**src/cnn_cmd_pkg.sv**
```systemverilog
`default_nettype none

package cnn_cmd_pkg;

    // Layer operation codes, 6 and 7 have no meaning
    typedef enum logic [2:0] {
        IDLE        = 3'd0,
        CONV1X1     = 3'd1,  // Conv 1x1 + ReLU
        CONV3X3     = 3'd2,  // Conv 3x3 + ReLU
        CONV3X3_PAD = 3'd3,  // Conv 3x3 padded
        MAXPOOL     = 3'd4,  // 3x3 max
        AVEPOOL     = 3'd5   // 13x13 average
    } op_type_e;

    localparam int CMD_WORDS = 6;   // 192-bit compressed command
    localparam int CMD_IW    = 3;   // Word index width
    localparam int GROUP_CH  = 16;  // Output channels per engine pulse

    localparam int CH_W   = 16;
    localparam int ADDR_W = 32;
    localparam int OP_W   = 3;

    // Word order within a command
    // Stride, padding and kernel bits ride along and stay unused
    localparam logic [CMD_IW-1:0] W_OP     = 3'd0;  // op_type, padding, strides
    localparam logic [CMD_IW-1:0] W_OCH    = 3'd1;  // In/out channel sizes
    localparam logic [CMD_IW-1:0] W_OPS    = 3'd2;  // Kernel sizes, op count
    localparam logic [CMD_IW-1:0] W_WADDR  = 3'd3;
    localparam logic [CMD_IW-1:0] W_DADDR  = 3'd4;
    localparam logic [CMD_IW-1:0] W_WBADDR = 3'd5;

    localparam int OP_LSB  = 0;
    localparam int CNT_LSB = 16;  // Out channels in word 1, op count in word 2

endpackage

`default_nettype wire

```
**src/cnn_bus_pkg.sv**
```systemverilog
`default_nettype none

package cnn_bus_pkg;

    localparam int APB_AW     = 8;
    localparam int APB_DW     = 32;
    localparam int NUM_PORTS  = 4;
    localparam int FIFO_DEPTH = 64;
    localparam int FIFO_AW    = 6;
    localparam int FIFO_CW    = 7;  // Counts 0..64

    // Register map
    localparam logic [APB_AW-1:0] REG_CTRL    = 8'h00;  // bit 0 start
    localparam logic [APB_AW-1:0] REG_CMD     = 8'h04;  // Write pushes a word
    localparam logic [APB_AW-1:0] REG_STATUS  = 8'h08;
    localparam logic [APB_AW-1:0] REG_IRQ_CLR = 8'h0C;
    localparam logic [APB_AW-1:0] REG_OPS     = 8'h10;  // Completed commands

    // STATUS fields
    localparam int ST_IRQ     = 0;
    localparam int ST_RUN     = 1;
    localparam int ST_BAD     = 2;
    localparam int ST_CNT_LSB = 8;

    // DMA read-port sets
    localparam logic [NUM_PORTS-1:0] PORTS_01  = 4'b0011;
    localparam logic [NUM_PORTS-1:0] PORTS_23  = 4'b1100;
    localparam logic [NUM_PORTS-1:0] PORTS_ALL = 4'b1111;

endpackage

`default_nettype wire

```
**src/cmd_fifo.sv**
```systemverilog
`timescale 1ns/1ns
`default_nettype none

module cmd_fifo (
    input  wire                              clk,
    input  wire                              rst_n,
    input  wire                              i_push,
    input  wire  [31:0]                      i_wdata,
    input  wire                              i_pop,
    output logic [31:0]                      o_rdata,
    output logic [cnn_bus_pkg::FIFO_CW-1:0]  o_count,
    output logic                             o_empty,
    output logic                             o_full
);
    import cnn_bus_pkg::*;

    logic [31:0]        mem [FIFO_DEPTH];
    logic [FIFO_AW-1:0] wr_ptr;
    logic [FIFO_AW-1:0] rd_ptr;
    logic               do_push;
    logic               do_pop;

    assign o_empty = (o_count == '0);
    assign o_full  = (o_count == FIFO_CW'(FIFO_DEPTH));
    assign do_push = i_push && !o_full;   // Drop when full
    assign do_pop  = i_pop && !o_empty;
    assign o_rdata = mem[rd_ptr];         // Head always visible

    always_ff @(posedge clk) begin
        if (do_push)
            mem[wr_ptr] <= i_wdata;
    end

    always_ff @(posedge clk or negedge rst_n) begin
        if (!rst_n) begin
            wr_ptr  <= '0;
            rd_ptr  <= '0;
            o_count <= '0;
        end else begin
            if (do_push)
                wr_ptr <= wr_ptr + 1'b1;  // Wraps at depth
            if (do_pop)
                rd_ptr <= rd_ptr + 1'b1;
            case ({do_push, do_pop})
                2'b10:   o_count <= o_count + 1'b1;
                2'b01:   o_count <= o_count - 1'b1;
                default: ;                // Both or neither
            endcase
        end
    end

    // Sequencer only pops a full command it has seen counted
    a_no_pop_empty: assert property (@(posedge clk) disable iff (!rst_n)
        !(i_pop && o_empty));

endmodule

`default_nettype wire

```
**src/csb_apb_regs.sv**
```systemverilog
`timescale 1ns/1ns
`default_nettype none

module csb_apb_regs (
    input  wire                              clk,
    input  wire                              rst_n,
    input  wire                              i_psel,
    input  wire                              i_penable,
    input  wire                              i_pwrite,
    input  wire  [cnn_bus_pkg::APB_AW-1:0]   i_paddr,
    input  wire  [cnn_bus_pkg::APB_DW-1:0]   i_pwdata,
    output logic [cnn_bus_pkg::APB_DW-1:0]   o_prdata,
    output logic                             o_pready,
    output logic                             o_pslverr,
    output logic                             o_start,
    output logic                             o_push,
    output logic [31:0]                      o_wdata,
    input  wire  [cnn_bus_pkg::FIFO_CW-1:0]  i_fifo_count,
    input  wire                              i_fifo_full,
    input  wire                              i_op_run,
    input  wire                              i_finish,
    input  wire                              i_bad_cmd,
    input  wire                              i_op_done,
    output logic                             o_irq
);
    import cnn_bus_pkg::*;

    logic              access;
    logic              mapped;
    logic              wr_deny;
    logic              wr_ok;
    logic              irq_clr;
    logic              bad_cmd;
    logic [APB_DW-1:0] ops_cnt;

    assign access   = i_psel && i_penable;
    assign o_pready = access;  // No wait states

    // Address decode
    always_comb begin
        mapped  = 1'b1;
        wr_deny = 1'b0;
        case (i_paddr)
            REG_CTRL, REG_IRQ_CLR: ;
            REG_CMD:               wr_deny = i_fifo_full;
            REG_STATUS, REG_OPS:   wr_deny = 1'b1;  // Read-only
            default:               mapped  = 1'b0;
        endcase
    end

    assign o_pslverr = access && (!mapped || (i_pwrite && wr_deny));
    assign wr_ok     = access && i_pwrite && mapped && !wr_deny;
    assign o_push    = wr_ok && (i_paddr == REG_CMD);
    assign o_wdata   = i_pwdata;
    assign o_start   = wr_ok && (i_paddr == REG_CTRL) && i_pwdata[0];  // Pulse, self-clears
    assign irq_clr   = wr_ok && (i_paddr == REG_IRQ_CLR) && i_pwdata[0];

    // Sticky flags, set wins over clear
    always_ff @(posedge clk or negedge rst_n) begin
        if (!rst_n) begin
            o_irq   <= 1'b0;
            bad_cmd <= 1'b0;
            ops_cnt <= '0;
        end else begin
            if (i_finish)
                o_irq <= 1'b1;
            else if (irq_clr)
                o_irq <= 1'b0;
            if (i_bad_cmd)
                bad_cmd <= 1'b1;
            else if (irq_clr)
                bad_cmd <= 1'b0;
            if (i_op_done)
                ops_cnt <= ops_cnt + 1'b1;
        end
    end

    // Read mux
    always_comb begin
        o_prdata = '0;
        if (access && !i_pwrite) begin
            case (i_paddr)
                REG_STATUS: begin
                    o_prdata[ST_IRQ]                  = o_irq;
                    o_prdata[ST_RUN]                  = i_op_run;
                    o_prdata[ST_BAD]                  = bad_cmd;
                    o_prdata[ST_CNT_LSB +: FIFO_CW]   = i_fifo_count;
                end
                REG_OPS: o_prdata = ops_cnt;
                default: ;  // CTRL and CMD read as zero
            endcase
        end
    end

    // Host must hold psel through the access phase
    a_penable_psel: assert property (@(posedge clk) disable iff (!rst_n)
        i_penable |-> i_psel);

endmodule

`default_nettype wire

```
**src/csb_sequencer.sv**
```systemverilog
`timescale 1ns/1ns
`default_nettype none

module csb_sequencer (
    input  wire                                clk,
    input  wire                                rst_n,
    input  wire                                i_start,
    input  wire  [31:0]                        i_cmd,         // FIFO head
    input  wire  [cnn_bus_pkg::FIFO_CW-1:0]    i_fifo_count,
    output logic                               o_pop,
    output cnn_cmd_pkg::op_type_e              o_op_type,
    output logic [cnn_cmd_pkg::CH_W-1:0]       o_op_num,
    output logic [cnn_cmd_pkg::ADDR_W-1:0]     o_weight_addr,
    output logic [cnn_cmd_pkg::ADDR_W-1:0]     o_data_addr,
    output logic [cnn_cmd_pkg::ADDR_W-1:0]     o_wb_addr,
    output logic                               o_op_run,
    output logic                               o_issue,
    output logic                               o_op_done,
    output logic                               o_finish,
    output logic                               o_bad_cmd,
    output logic                               o_conv_run,
    output logic                               o_maxpool_run,
    output logic                               o_avepool_run,
    input  wire                                i_conv_grp,
    input  wire                                i_maxpool_grp,
    input  wire                                i_avepool_grp
);
    import cnn_cmd_pkg::*;
    import cnn_bus_pkg::*;

    typedef enum logic [2:0] {S_IDLE, S_COLLECT, S_ISSUE, S_WAIT, S_FINISH} state_e;

    state_e            state;
    state_e            next_state;
    logic [CMD_IW-1:0] word_idx;
    logic [CH_W-1:0]   out_ch;
    logic [CH_W:0]     ch_acc;    // Extra bit so 65535 is reachable
    logic [CH_W:0]     ch_next;
    logic              legal;
    logic              grp;
    logic              last_grp;
    logic              last_word;
    logic              fifo_has_cmd;
    logic              more_cmds;

    // Collect starts only once a whole command sits in the FIFO
    assign fifo_has_cmd = (i_fifo_count >= FIFO_CW'(CMD_WORDS));
    assign more_cmds    = (i_fifo_count != '0);
    assign o_pop        = (state == S_COLLECT) && (word_idx != '0 || fifo_has_cmd);
    assign last_word    = o_pop && (word_idx == CMD_IW'(CMD_WORDS - 1));

    always_comb begin
        case (o_op_type)
            CONV1X1, CONV3X3, CONV3X3_PAD, MAXPOOL, AVEPOOL: legal = 1'b1;
            default: legal = 1'b0;  // IDLE has no engine
        endcase
    end

    // Only the running engine's pulse counts
    assign grp      = (o_conv_run & i_conv_grp) | (o_maxpool_run & i_maxpool_grp)
                    | (o_avepool_run & i_avepool_grp);
    assign ch_next  = ch_acc + (CH_W + 1)'(GROUP_CH);
    assign last_grp = grp && (ch_next >= {1'b0, out_ch});  // Zero channels ends on first group

    assign o_issue   = (state == S_ISSUE) && legal;
    assign o_bad_cmd = (state == S_ISSUE) && !legal;
    assign o_op_done = (state == S_WAIT) && last_grp;
    assign o_finish  = (state == S_FINISH);

    always_comb begin
        next_state = state;
        case (state)
            S_IDLE:    if (i_start) next_state = S_COLLECT;  // Start ignored elsewhere
            S_COLLECT: if (last_word) next_state = S_ISSUE;
            S_ISSUE: begin
                if (legal)
                    next_state = S_WAIT;
                else
                    next_state = more_cmds ? S_COLLECT : S_FINISH;
            end
            S_WAIT:    if (last_grp) next_state = more_cmds ? S_COLLECT : S_FINISH;
            S_FINISH:  next_state = S_IDLE;
            default:   next_state = S_IDLE;
        endcase
    end

    always_ff @(posedge clk or negedge rst_n) begin
        if (!rst_n) begin
            state         <= S_IDLE;
            word_idx      <= '0;
            ch_acc        <= '0;
            o_op_type     <= IDLE;
            o_op_run      <= 1'b0;
            o_conv_run    <= 1'b0;
            o_maxpool_run <= 1'b0;
            o_avepool_run <= 1'b0;
        end else begin
            state <= next_state;
            if (o_pop)
                word_idx <= last_word ? '0 : word_idx + 1'b1;
            if (o_pop && word_idx == W_OP)
                o_op_type <= op_type_e'(i_cmd[OP_LSB +: OP_W]);
            if (last_word)
                o_op_run <= 1'b1;
            else if (state == S_FINISH)
                o_op_run <= 1'b0;
            // Run lines span the whole wait
            if (o_issue) begin
                ch_acc        <= '0;
                o_conv_run    <= (o_op_type inside {CONV1X1, CONV3X3, CONV3X3_PAD});
                o_maxpool_run <= (o_op_type == MAXPOOL);
                o_avepool_run <= (o_op_type == AVEPOOL);
            end else if (o_op_done) begin
                o_conv_run    <= 1'b0;
                o_maxpool_run <= 1'b0;
                o_avepool_run <= 1'b0;
            end else if (grp) begin
                ch_acc <= ch_next;
            end
        end
    end

    // Field unpack, one word per pop
    always_ff @(posedge clk) begin
        if (o_pop) begin
            case (word_idx)
                W_OCH:    out_ch        <= i_cmd[CNT_LSB +: CH_W];
                W_OPS:    o_op_num      <= i_cmd[CNT_LSB +: CH_W];
                W_WADDR:  o_weight_addr <= i_cmd;
                W_DADDR:  o_data_addr   <= i_cmd;
                W_WBADDR: o_wb_addr     <= i_cmd;
                default:  ;
            endcase
        end
    end

    a_one_engine: assert property (@(posedge clk) disable iff (!rst_n)
        $onehot0({o_conv_run, o_maxpool_run, o_avepool_run}));

endmodule

`default_nettype wire

```
**src/dma_port_ctrl.sv**
```systemverilog
`timescale 1ns/1ns
`default_nettype none

module dma_port_ctrl (
    input  wire                                clk,
    input  wire                                rst_n,
    input  wire                                i_issue,
    input  wire                                i_done,
    input  wire cnn_cmd_pkg::op_type_e         i_op_type,
    output logic [cnn_bus_pkg::NUM_PORTS-1:0]  o_rd_en
);
    import cnn_cmd_pkg::*;
    import cnn_bus_pkg::*;

    op_type_e lat_type;  // Type of the running op

    function automatic logic [NUM_PORTS-1:0] port_mask(input op_type_e op);
        case (op)
            CONV1X1:                   port_mask = PORTS_23;
            CONV3X3, MAXPOOL, AVEPOOL: port_mask = PORTS_01;
            CONV3X3_PAD:               port_mask = PORTS_ALL;
            default:                   port_mask = '0;
        endcase
    endfunction

    always_ff @(posedge clk or negedge rst_n) begin
        if (!rst_n) begin
            lat_type <= IDLE;
            o_rd_en  <= '0;
        end else if (i_issue) begin
            lat_type <= i_op_type;
            o_rd_en  <= o_rd_en | port_mask(i_op_type);
        end else if (i_done) begin
            o_rd_en  <= o_rd_en & ~port_mask(lat_type);  // Clear only this op's ports
        end
    end

endmodule

`default_nettype wire

```
**src/group_engine.sv**
```systemverilog
`timescale 1ns/1ns
`default_nettype none

module group_engine #(
    parameter int GROUP_LAT = 3  // Cycles per 16-channel group
) (
    input  wire  clk,
    input  wire  rst_n,
    input  wire  i_run,
    output logic o_grp_done
);
    localparam int CW = $clog2(GROUP_LAT + 1);

    logic [CW-1:0] cyc;

    assign o_grp_done = i_run && (cyc == CW'(GROUP_LAT - 1));

    // Held at zero while idle, so each run starts a fresh group
    always_ff @(posedge clk or negedge rst_n) begin
        if (!rst_n)
            cyc <= '0;
        else if (!i_run || o_grp_done)
            cyc <= '0;
        else
            cyc <= cyc + 1'b1;
    end

endmodule

`default_nettype wire

```
**src/cnn_ctrl_top.sv**
```systemverilog
`timescale 1ns/1ns
`default_nettype none

module cnn_ctrl_top (
    input  wire                                clk,
    input  wire                                rst_n,
    input  wire                                i_psel,
    input  wire                                i_penable,
    input  wire                                i_pwrite,
    input  wire  [cnn_bus_pkg::APB_AW-1:0]     i_paddr,
    input  wire  [cnn_bus_pkg::APB_DW-1:0]     i_pwdata,
    output logic [cnn_bus_pkg::APB_DW-1:0]     o_prdata,
    output logic                               o_pready,
    output logic                               o_pslverr,
    output logic                               o_irq,
    output logic                               o_op_run,
    output cnn_cmd_pkg::op_type_e              o_op_type,
    output logic [cnn_cmd_pkg::CH_W-1:0]       o_op_num,
    output logic [cnn_cmd_pkg::ADDR_W-1:0]     o_weight_addr,
    output logic [cnn_cmd_pkg::ADDR_W-1:0]     o_data_addr,
    output logic [cnn_cmd_pkg::ADDR_W-1:0]     o_wb_addr,
    output logic [cnn_bus_pkg::NUM_PORTS-1:0]  o_rd_en
);
    import cnn_bus_pkg::*;

    logic               start;
    logic               push;
    logic               pop;
    logic [31:0]        wdata;
    logic [31:0]        cmd;       // FIFO head
    logic [FIFO_CW-1:0] fifo_count;
    logic               fifo_full;
    logic               issue;
    logic               op_done;
    logic               finish;
    logic               bad_cmd;
    logic               conv_run;
    logic               maxpool_run;
    logic               avepool_run;
    logic               conv_grp;
    logic               maxpool_grp;
    logic               avepool_grp;

    csb_apb_regs u_regs (
        .clk, .rst_n, .i_psel, .i_penable, .i_pwrite, .i_paddr, .i_pwdata,
        .o_prdata, .o_pready, .o_pslverr,
        .o_start(start), .o_push(push), .o_wdata(wdata),
        .i_fifo_count(fifo_count), .i_fifo_full(fifo_full),
        .i_op_run(o_op_run), .i_finish(finish), .i_bad_cmd(bad_cmd), .i_op_done(op_done),
        .o_irq
    );

    cmd_fifo u_fifo (
        .clk, .rst_n, .i_push(push), .i_wdata(wdata), .i_pop(pop), .o_rdata(cmd),
        .o_count(fifo_count), .o_empty(), .o_full(fifo_full)
    );

    csb_sequencer u_seq (
        .clk, .rst_n, .i_start(start), .i_cmd(cmd), .i_fifo_count(fifo_count), .o_pop(pop),
        .o_op_type, .o_op_num, .o_weight_addr, .o_data_addr, .o_wb_addr, .o_op_run,
        .o_issue(issue), .o_op_done(op_done), .o_finish(finish), .o_bad_cmd(bad_cmd),
        .o_conv_run(conv_run), .o_maxpool_run(maxpool_run), .o_avepool_run(avepool_run),
        .i_conv_grp(conv_grp), .i_maxpool_grp(maxpool_grp), .i_avepool_grp(avepool_grp)
    );

    dma_port_ctrl u_ports (
        .clk, .rst_n, .i_issue(issue), .i_done(op_done), .i_op_type(o_op_type), .o_rd_en
    );

    // Engine latencies differ per kind
    group_engine #(.GROUP_LAT(3)) u_conv    (.clk, .rst_n, .i_run(conv_run),    .o_grp_done(conv_grp));
    group_engine #(.GROUP_LAT(5)) u_maxpool (.clk, .rst_n, .i_run(maxpool_run), .o_grp_done(maxpool_grp));
    group_engine #(.GROUP_LAT(7)) u_avepool (.clk, .rst_n, .i_run(avepool_run), .o_grp_done(avepool_grp));

endmodule

`default_nettype wire

```
**config.mk**
```make
export PLATFORM = sky130hd
export DESIGN_NAME = cnn_ctrl_top
export DESIGN_NICKNAME = d
export VERILOG_FILES = /design/src/cnn_cmd_pkg.sv /design/src/cnn_bus_pkg.sv /design/src/cmd_fifo.sv /design/src/csb_apb_regs.sv /design/src/csb_sequencer.sv /design/src/dma_port_ctrl.sv /design/src/group_engine.sv /design/src/cnn_ctrl_top.sv
export SDC_FILE = /design/constraint.sdc
export NUM_CORES = 2
export LEC_CHECK = 0
export BUFFER_PORTS_ARGS = -buffer_cell sky130_fd_sc_hd__buf_2
export CAP_MARGIN = 20
export CORE_AREA = 3 3 380 382
export DETAILED_ROUTE_END_ITERATION = 8
export DIE_AREA = 0 0 383 385
export GPL_TIMING_DRIVEN = 0
export PLACE_DENSITY = 0.79
export SLEW_MARGIN = 20
export SYNTH_ARGS = -nofsm -noshare
export SYNTH_HDL_FRONTEND = slang
export SYNTH_SLANG_ARGS = --single-unit
```
**constraint.sdc**
```tcl
create_clock -name clk -period 4.4 [get_ports clk]
set_input_delay 0.88 -clock clk [delete_from_list [all_inputs] [get_ports clk]]
set_output_delay 0.88 -clock clk [all_outputs]
set_load 0.02 [all_outputs]
```
* Word level (Yosys, flattened, before mapping)
Memories as Yosys holds them, arrays and structs flattened.
Cells that the tools add are included.
** Word-level totals
- Register bits after elaboration :: 226
- Memory bits (writable) :: 2048
- Input bits :: 45
- Word-level logic and storage cells :: 181
- Memories kept :: 1
** Cells by class
- Add/sub/neg operators :: 10
- Magnitude comparators :: 2
- Equality and inequality tests :: 33
- Mux-type cells :: 40
- Bitwise logic cells :: 8
- Reduce and logical (&&, ||, !) cells :: 63
** Memory list
- u_fifo.mem :: depth 64, bits a word 32, rd ports 1, clocked after memory_dff 0, wr ports 1, line cmd_fifo.sv:17 : logic [31:0] mem [FIFO_DEPTH];
** Operator list (count)
- 2-to-1 mux 17 bit :: 4
- adder 32 x 1 -> 32 bit, second input constant :: 1
- 2-to-1 mux 32 bit :: 1
- case mux 7 bit (2 select lines) :: 2
- == test 3 bit, second input constant :: 9
- == test 3 x 2 -> 1 bit, second input constant :: 8
- logical AND 1 bit :: 24
- 2-to-1 mux 3 bit :: 8
- case mux 4 bit (3 select lines) :: 2
- 2-to-1 mux 4 bit :: 5
- adder 17 x 5 -> 17 bit, second input constant :: 1
- >= comparator 17 x 16 -> 1 bit :: 1
- == test 8 x 4 -> 1 bit, second input constant :: 2
- 2-to-1 mux 1 bit :: 13
- adder 6 x 1 -> 6 bit, second input constant :: 2
- == test 3 x 1 -> 1 bit, second input constant :: 4
- case mux 3 bit (4 select lines) :: 1
- AND reduction 2 bit :: 6
- nonzero test 2 bit :: 6
- OR reduction 5 bit :: 2
- adder 3 x 1 -> 3 bit, second input constant :: 3
- logical NOT 1 bit :: 9
- == test 8 x 3 -> 1 bit, second input constant :: 1
- == test 8 x 5 -> 1 bit, second input constant :: 1
- 27 further kinds :: 40

* Logic depth before layout (Yosys ltp)
- Depth after elaboration :: 13
- Gate-level depth with buffers :: 16
- Gate-level depth less buffers :: 14

* By module
From an unflattened synthesis, not the netlist that was laid out.
** Unflattened totals
- Cells, all modules :: 4237
- Area, all modules :: 88153.3 um^2
** Modules (own cells, without submodules)
- cmd_fifo :: instances 1, cells each 3596, area an instance 79398.6 um^2, seq. area each 61974.4 um^2
- csb_sequencer :: instances 1, cells each 357, area an instance 5914.4 um^2, seq. area each 4494.3 um^2
- csb_apb_regs :: instances 1, cells each 225, area an instance 2144.6 um^2, seq. area each 850.8 um^2
- dma_port_ctrl :: instances 1, cells each 24, area an instance 291.5 um^2, seq. area each 175.2 um^2
- group_engine (u_avepool) :: instances 1, cells each 13, area an instance 155.1 um^2, seq. area each 75.1 um^2
- group_engine (u_maxpool) :: instances 1, cells each 15, area an instance 151.4 um^2, seq. area each 75.1 um^2
- group_engine (u_conv) :: instances 1, cells each 7, area an instance 97.6 um^2, seq. area each 50.0 um^2

* Least setup slack after synthesis
No wires, ideal clock.
- Kind :: in2reg
- From :: input port i_paddr[7] (netlist bit)
- To :: memory u_fifo.mem[9][0] (enable)
- Setup time :: 0.421 ns
- Arrival time :: 3.935 ns
- Required time :: 3.979 ns
- Path slack :: 0.044 ns
- Stages on the path :: 8
- Buffers on the path :: 2
- Cell sequence :: or4_4 > nor3_2 > and4_1 > buf_4 > inv_2 > or4b_1 > buf_2 > nor2_1
** On the way
- Cells in the longest elaborated chain, start to end :: 9
** RTL lines
- start: declaration :: line cnn_ctrl_top.sv:10 : input wire [cnn_bus_pkg::APB_AW-1:0] i_paddr,
- == test 8 x 4 -> 1 bit (tied with other cells) :: line csb_apb_regs.sv:43 : case (i_paddr)
- OR reduction 2 bit / OR reduction 5 bit (equally long branches)
- case mux 1 bit (2 select lines) / 2-to-1 mux 1 bit (equally long branches) :: line csb_apb_regs.sv:43
- logical NOT 1 bit / logical AND 1 bit (equally long branches) :: line csb_apb_regs.sv:52 : assign wr_ok = access && i_pwrite && mapped && !wr_deny;
- logical AND 1 bit :: line csb_apb_regs.sv:52
- logical AND 1 bit (*) :: line csb_apb_regs.sv:53 : assign o_push = wr_ok && (i_paddr == REG_CMD);
- logical AND 1 bit (*) :: line cmd_fifo.sv:25 : assign do_push = i_push && !o_full;
- 2-to-1 mux 1 bit (*) :: line cmd_fifo.sv:30 : if (do_push)
- 2-to-1 mux 1 bit (not written as such) (*) :: line cmd_fifo.sv:31 : mem[wr_ptr] <= i_wdata;
- end: declaration :: line cmd_fifo.sv:17
Mark *: on every way between the ends. The rest lies on a longest branch, timed or not.

* Worst setup path in the final report
- From :: register u_fifo.rd_ptr[2]
- To :: register u_seq.o_wb_addr[3] (netlist bit), data pin
** On the way
- Cells in the longest elaborated chain, start to end :: 1
** RTL lines
- start: declaration :: line cmd_fifo.sv:19 : logic [FIFO_AW-1:0] rd_ptr;
- start signal: assignment :: line cmd_fifo.sv:43 : rd_ptr <= rd_ptr + 1'b1;
- memory read (64 x 32 bit)
- via cmd[3] :: line cnn_ctrl_top.sv:30 : logic [31:0] cmd;
- end signal: assignment :: line csb_sequencer.sv:131 : W_WBADDR: o_wb_addr <= i_cmd;
- end: declaration :: line csb_sequencer.sv:15 : output logic [cnn_cmd_pkg::ADDR_W-1:0] o_wb_addr,
The timed path passes the listed nets, and every way through them passes these cells.
A chain may end at the register's enable or synchronous reset.

==> results.json <==
{
  "io_pins": 200,
  "async_flop_share": 0.0414,
  "chipWidth_um": 383,
  "drtIter0Drc": 8529,
  "preCtsSetupSlack_ns": -0.871,
  "cts_tree": "done",
  "grt_use_total": 0.365,
  "placement.cell_area_sq_um": 94300,
  "maxSlewHeadroom": 0.111,
  "die_h_um": 385,
  "grt_first_pass_wirelength_um": 369000,
  "ys_seq_area_frac": 0.773,
  "initial_core_util": 0.619,
  "vias_per_cell": 7.35,
  "fin_nets": 4510,
  "netSwitchingFraction": 0.202,
  "setup_viol": 41,
  "power.density_nw_per_um2": 414,
  "fin_crit_sh": 1.04,
  "power.switching_mw": 8.48,
  "skew_ns": 0.0429,
  "clock_path_buffers": 3,
  "yosysTopAreaCellShare": 0.747,
  "numPortBuffers": 199,
  "routed_wl_um": 267000,
  "clock_latency_ns": 0.83,
  "antenna_found_initial": 12,
  "ir_worst_vdd_v": 0.000382,
  "worst_pin_slew_ns": 1.33,
  "ant_nets": 0,
  "violations": "negative setup slack",
  "netlist_area_sq_um": 87500,
  "endpoint_kind": "flop",
  "grt_overflow": 0,
  "fp.dieArea_sq_um": 147000,
  "max_freq_ghz": 0.218,
  "grt_setup_unrepaired": "true",
  "synth-main-ff-cell": "edfxtp_1",
  "cp.arrival_ns": 5.00,
  "clockRootBuffer": "clkbuf_16",
  "power.leakage_nw": 31.9,
  "wl_met3_um": 38400,
  "nFillCells": 7392,
  "vias": 47800,
  "place.gp.congestion": 0.895,
  "status": "finished, violations left",
  "clk_pin_slew_ns": 0.07,
  "startpoint_type": "flop",
  "crit_required_ns": 4.80,
  "p_comb_frac": 0.009,
  "pwr-share-clk": 0.427,
  "multi_input_area_sq_um": 19200,
  "stdcell_count": 6510,
  "rows": 138,
  "syn_avg_cell_area_sq_um": 22.4,
  "grt_pass1_vias": 47600,
  "synth_area_leaders": "edfxtp_1 75%, mux4_2 15%, dfrtp_1 2.7%",
  "syn_nets": 3981,
  "pwr-share-seq": 0.564,
  "setup_ws_ns": -0.194,
  "cts-buffers-inserted": 209,
  "dpl.cell_count": 6112,
  "numClockSinks": 2270,
  "htree_num_levels": 4,
  "synth_edf_count": 2176,
  "wl_met1_um": 81700,
  "synth_top_area_cell": "edfxtp_1",
  "wl_per_cell_um": 40.9,
  "drc_errors": 0,
  "cp_max_fo": 10,
  "postCtsSetupRepairBufs": 0,
  "synth_cell_types": 71,
  "final-seq-area_sq_um": 67700,
  "top_layer": "met5",
  "design_area_sq_um": 101000,
  "p_int_mw": 33.4,
  "yosys_register_bits": 2270,
  "finalHoldViolations": 0,
  "drv_slew": 0,
  "netlist_instances": 3906,
  "dr.pass1.iters": 8,
  "dp_hpwl_um": 154000,
  "path_class": "reg2reg",
  "hold_path.class": "reg2reg",
  "drive_above_1_share": 0.311,
  "ys_warn_count": 0,
  "syn_to_final_growth_pct": 15.6,
  "cap_violations": 0,
  "core_sq_um": 141000,
  "grt_max_degree": 67,
  "wl_met2_um": 125000,
  "post-route-min-period_ns": 4.59
}
[layer usage]
layer  track usage  up-vias
li1              -    17500
met1         0.443    24200
met2         0.574     4918
met3         0.125     1191
met4         0.223        6
met5      0.000331        -
[metrics by stage]
| step | total power [mW] | setup TNS (ns) | hold WS [ns] | util |
|---|---|---|---|---|
| CTS | 41.9 | 0 | 0.419 | 0.714 |
| global route | 42.6 | 0 | 0.460 | 0.715 |
| finish | 41.9 | -1.98 | 0.427 | 0.715 |
| global placement | 24.4 | -3990.47 | 0.419 | 0.643 |
| detailed placement | 24.5 | -136.38 | 0.422 | 0.667 |
| floorplan | 24.1 | 0 | 0.402 | - |
[cells in the final DEF (no fill, tap or decap), drive strengths merged, types with 23 or more instances in the layout]
cell type | Yosys | final
a21oi | 49 | 49
nor2 | 112 | 112
nor2b | 31 | 31
and2 | 31 | 31
nand4 | 23 | 23
xor2 | 26 | 26
dfrtp | 94 | 94
mux2i | 43 | 43
nand2 | 88 | 88
edfxtp | 2176 | 2176
mux4 | 598 | 598
a22oi | 71 | 71
nand3 | 38 | 38
clkinv | 0 | 88
ha | 30 | 30
clkbuf | 96 | 372
xnor2 | 35 | 35
buf | 112 | 426
inv | 43 | 51
[cells by family after synthesis]
logic type	Yosys count	share of synthesized area
DFF	2270	0.773
muxes	654	0.160
and+or+nand+nor	414	0.0241
buffers and inverters	251	0.0137
xor gates and xnor gates	61	0.00610
adders and majority gates	30	0.00429
AOI/OAI and AO/OA	226	0.0178
[flip-flops by register name (all words and copies together), names as in the netlist, 6 cells and up]
register / flops
u_fifo.o_count: 7
u_seq.ch_acc: 13
u_fifo.mem: 2048
u_seq.o_data_addr: 32
u_seq.o_wb_addr: 32
u_seq.o_weight_addr: 32
u_regs.ops_cnt: 32
u_fifo.rd_ptr: 6
u_seq.out_ch: 16
u_seq.o_op_num: 16
u_fifo.wr_ptr: 6
[what timing repair did]
action,in CTS,in global routing
hold buffers,1,0
endpoints found under the hold margin,43,0
setup endpoints to repair,92,68
pin swaps,0,1
resized for setup,31,36
[cells in the mapped netlist, types with 6 or more instances]
library cell and instances:
edfxtp_1 2176, mux4_2 598, nor2_1 112, clkbuf_1 96
dfrtp_1 94, nand2_1 88, a22oi_1 71, a21oi_1 48
buf_2 48, mux2i_1 43, inv_1 42, nand3_1 38
xnor2_1 35, and2_1 31, nor2b_1 31, ha_1 30
buf_4 29, xor2_1 26, buf_1 23, nand4_1 23
o22ai_1 21, o21ai_0 20, and3_1 19, a211oi_1 16
mux2_2 13, buf_6 12, nand2b_1 12, nor4_1 12
nor3_1 9, a22o_1 8, a221o_1 7, nand3b_1 6
or3_1 6
[power groups by stage]
| stage | sequential [mW] | combinational (mW) | clock, mW |
|---|---|---|---|
| 3_3_place_gp | 24.1 | 0.317 | 0 |
| 4_1_cts | 23.6 | 0.364 | 17.9 |
| 6_report | 23.6 | 0.381 | 17.9 |
| 5_1_grt | 23.6 | 0.405 | 18.6 |
| 2_1_floorplan | 24.1 | 0.00892 | 0 |
| 3_5_place_dp | 24.1 | 0.355 | 0 |
[worst paths after layout]
path                                  start                 end  slack, ns  cells after the start
max                        u_fifo.rd_ptr[2]  u_seq.o_wb_addr[3]      -0.19                      8
min                           u_conv.cyc[0]       u_conv.cyc[0]       0.43                      1
max reg2reg                u_fifo.rd_ptr[2]  u_seq.o_wb_addr[3]      -0.19                      8
min reg2reg                   u_conv.cyc[0]       u_conv.cyc[0]       0.43                      1
max in group asynchronous             rst_n     u_seq.ch_acc[5]       3.21                      3
min in group asynchronous             rst_n   u_regs.ops_cnt[7]       0.56                      2
[critical path: stages, from the launching register on]
cell and delay, ns:
dfrtp_1 0.47, buf_2 0.37, buf_2 0.42, buf_2 0.44
buf_6 0.36, clkbuf_1 0.72, mux4_2 0.54, a22oi_1 0.32
nand2_1 0.49
[cell type report]
type                    instances  share of cell area
clock inverters               114             0.00932
flip-flops and latches       2270               0.669
well taps                    1890              0.0234
clock buffers                 275              0.0556
plain buffers                 204              0.0108
inverters                      43             0.00160
diodes                          7            0.000173
multi-input cells            1385               0.190
repair buffers                322              0.0399
No activity file was read; power rests on OpenSTA's default activity.
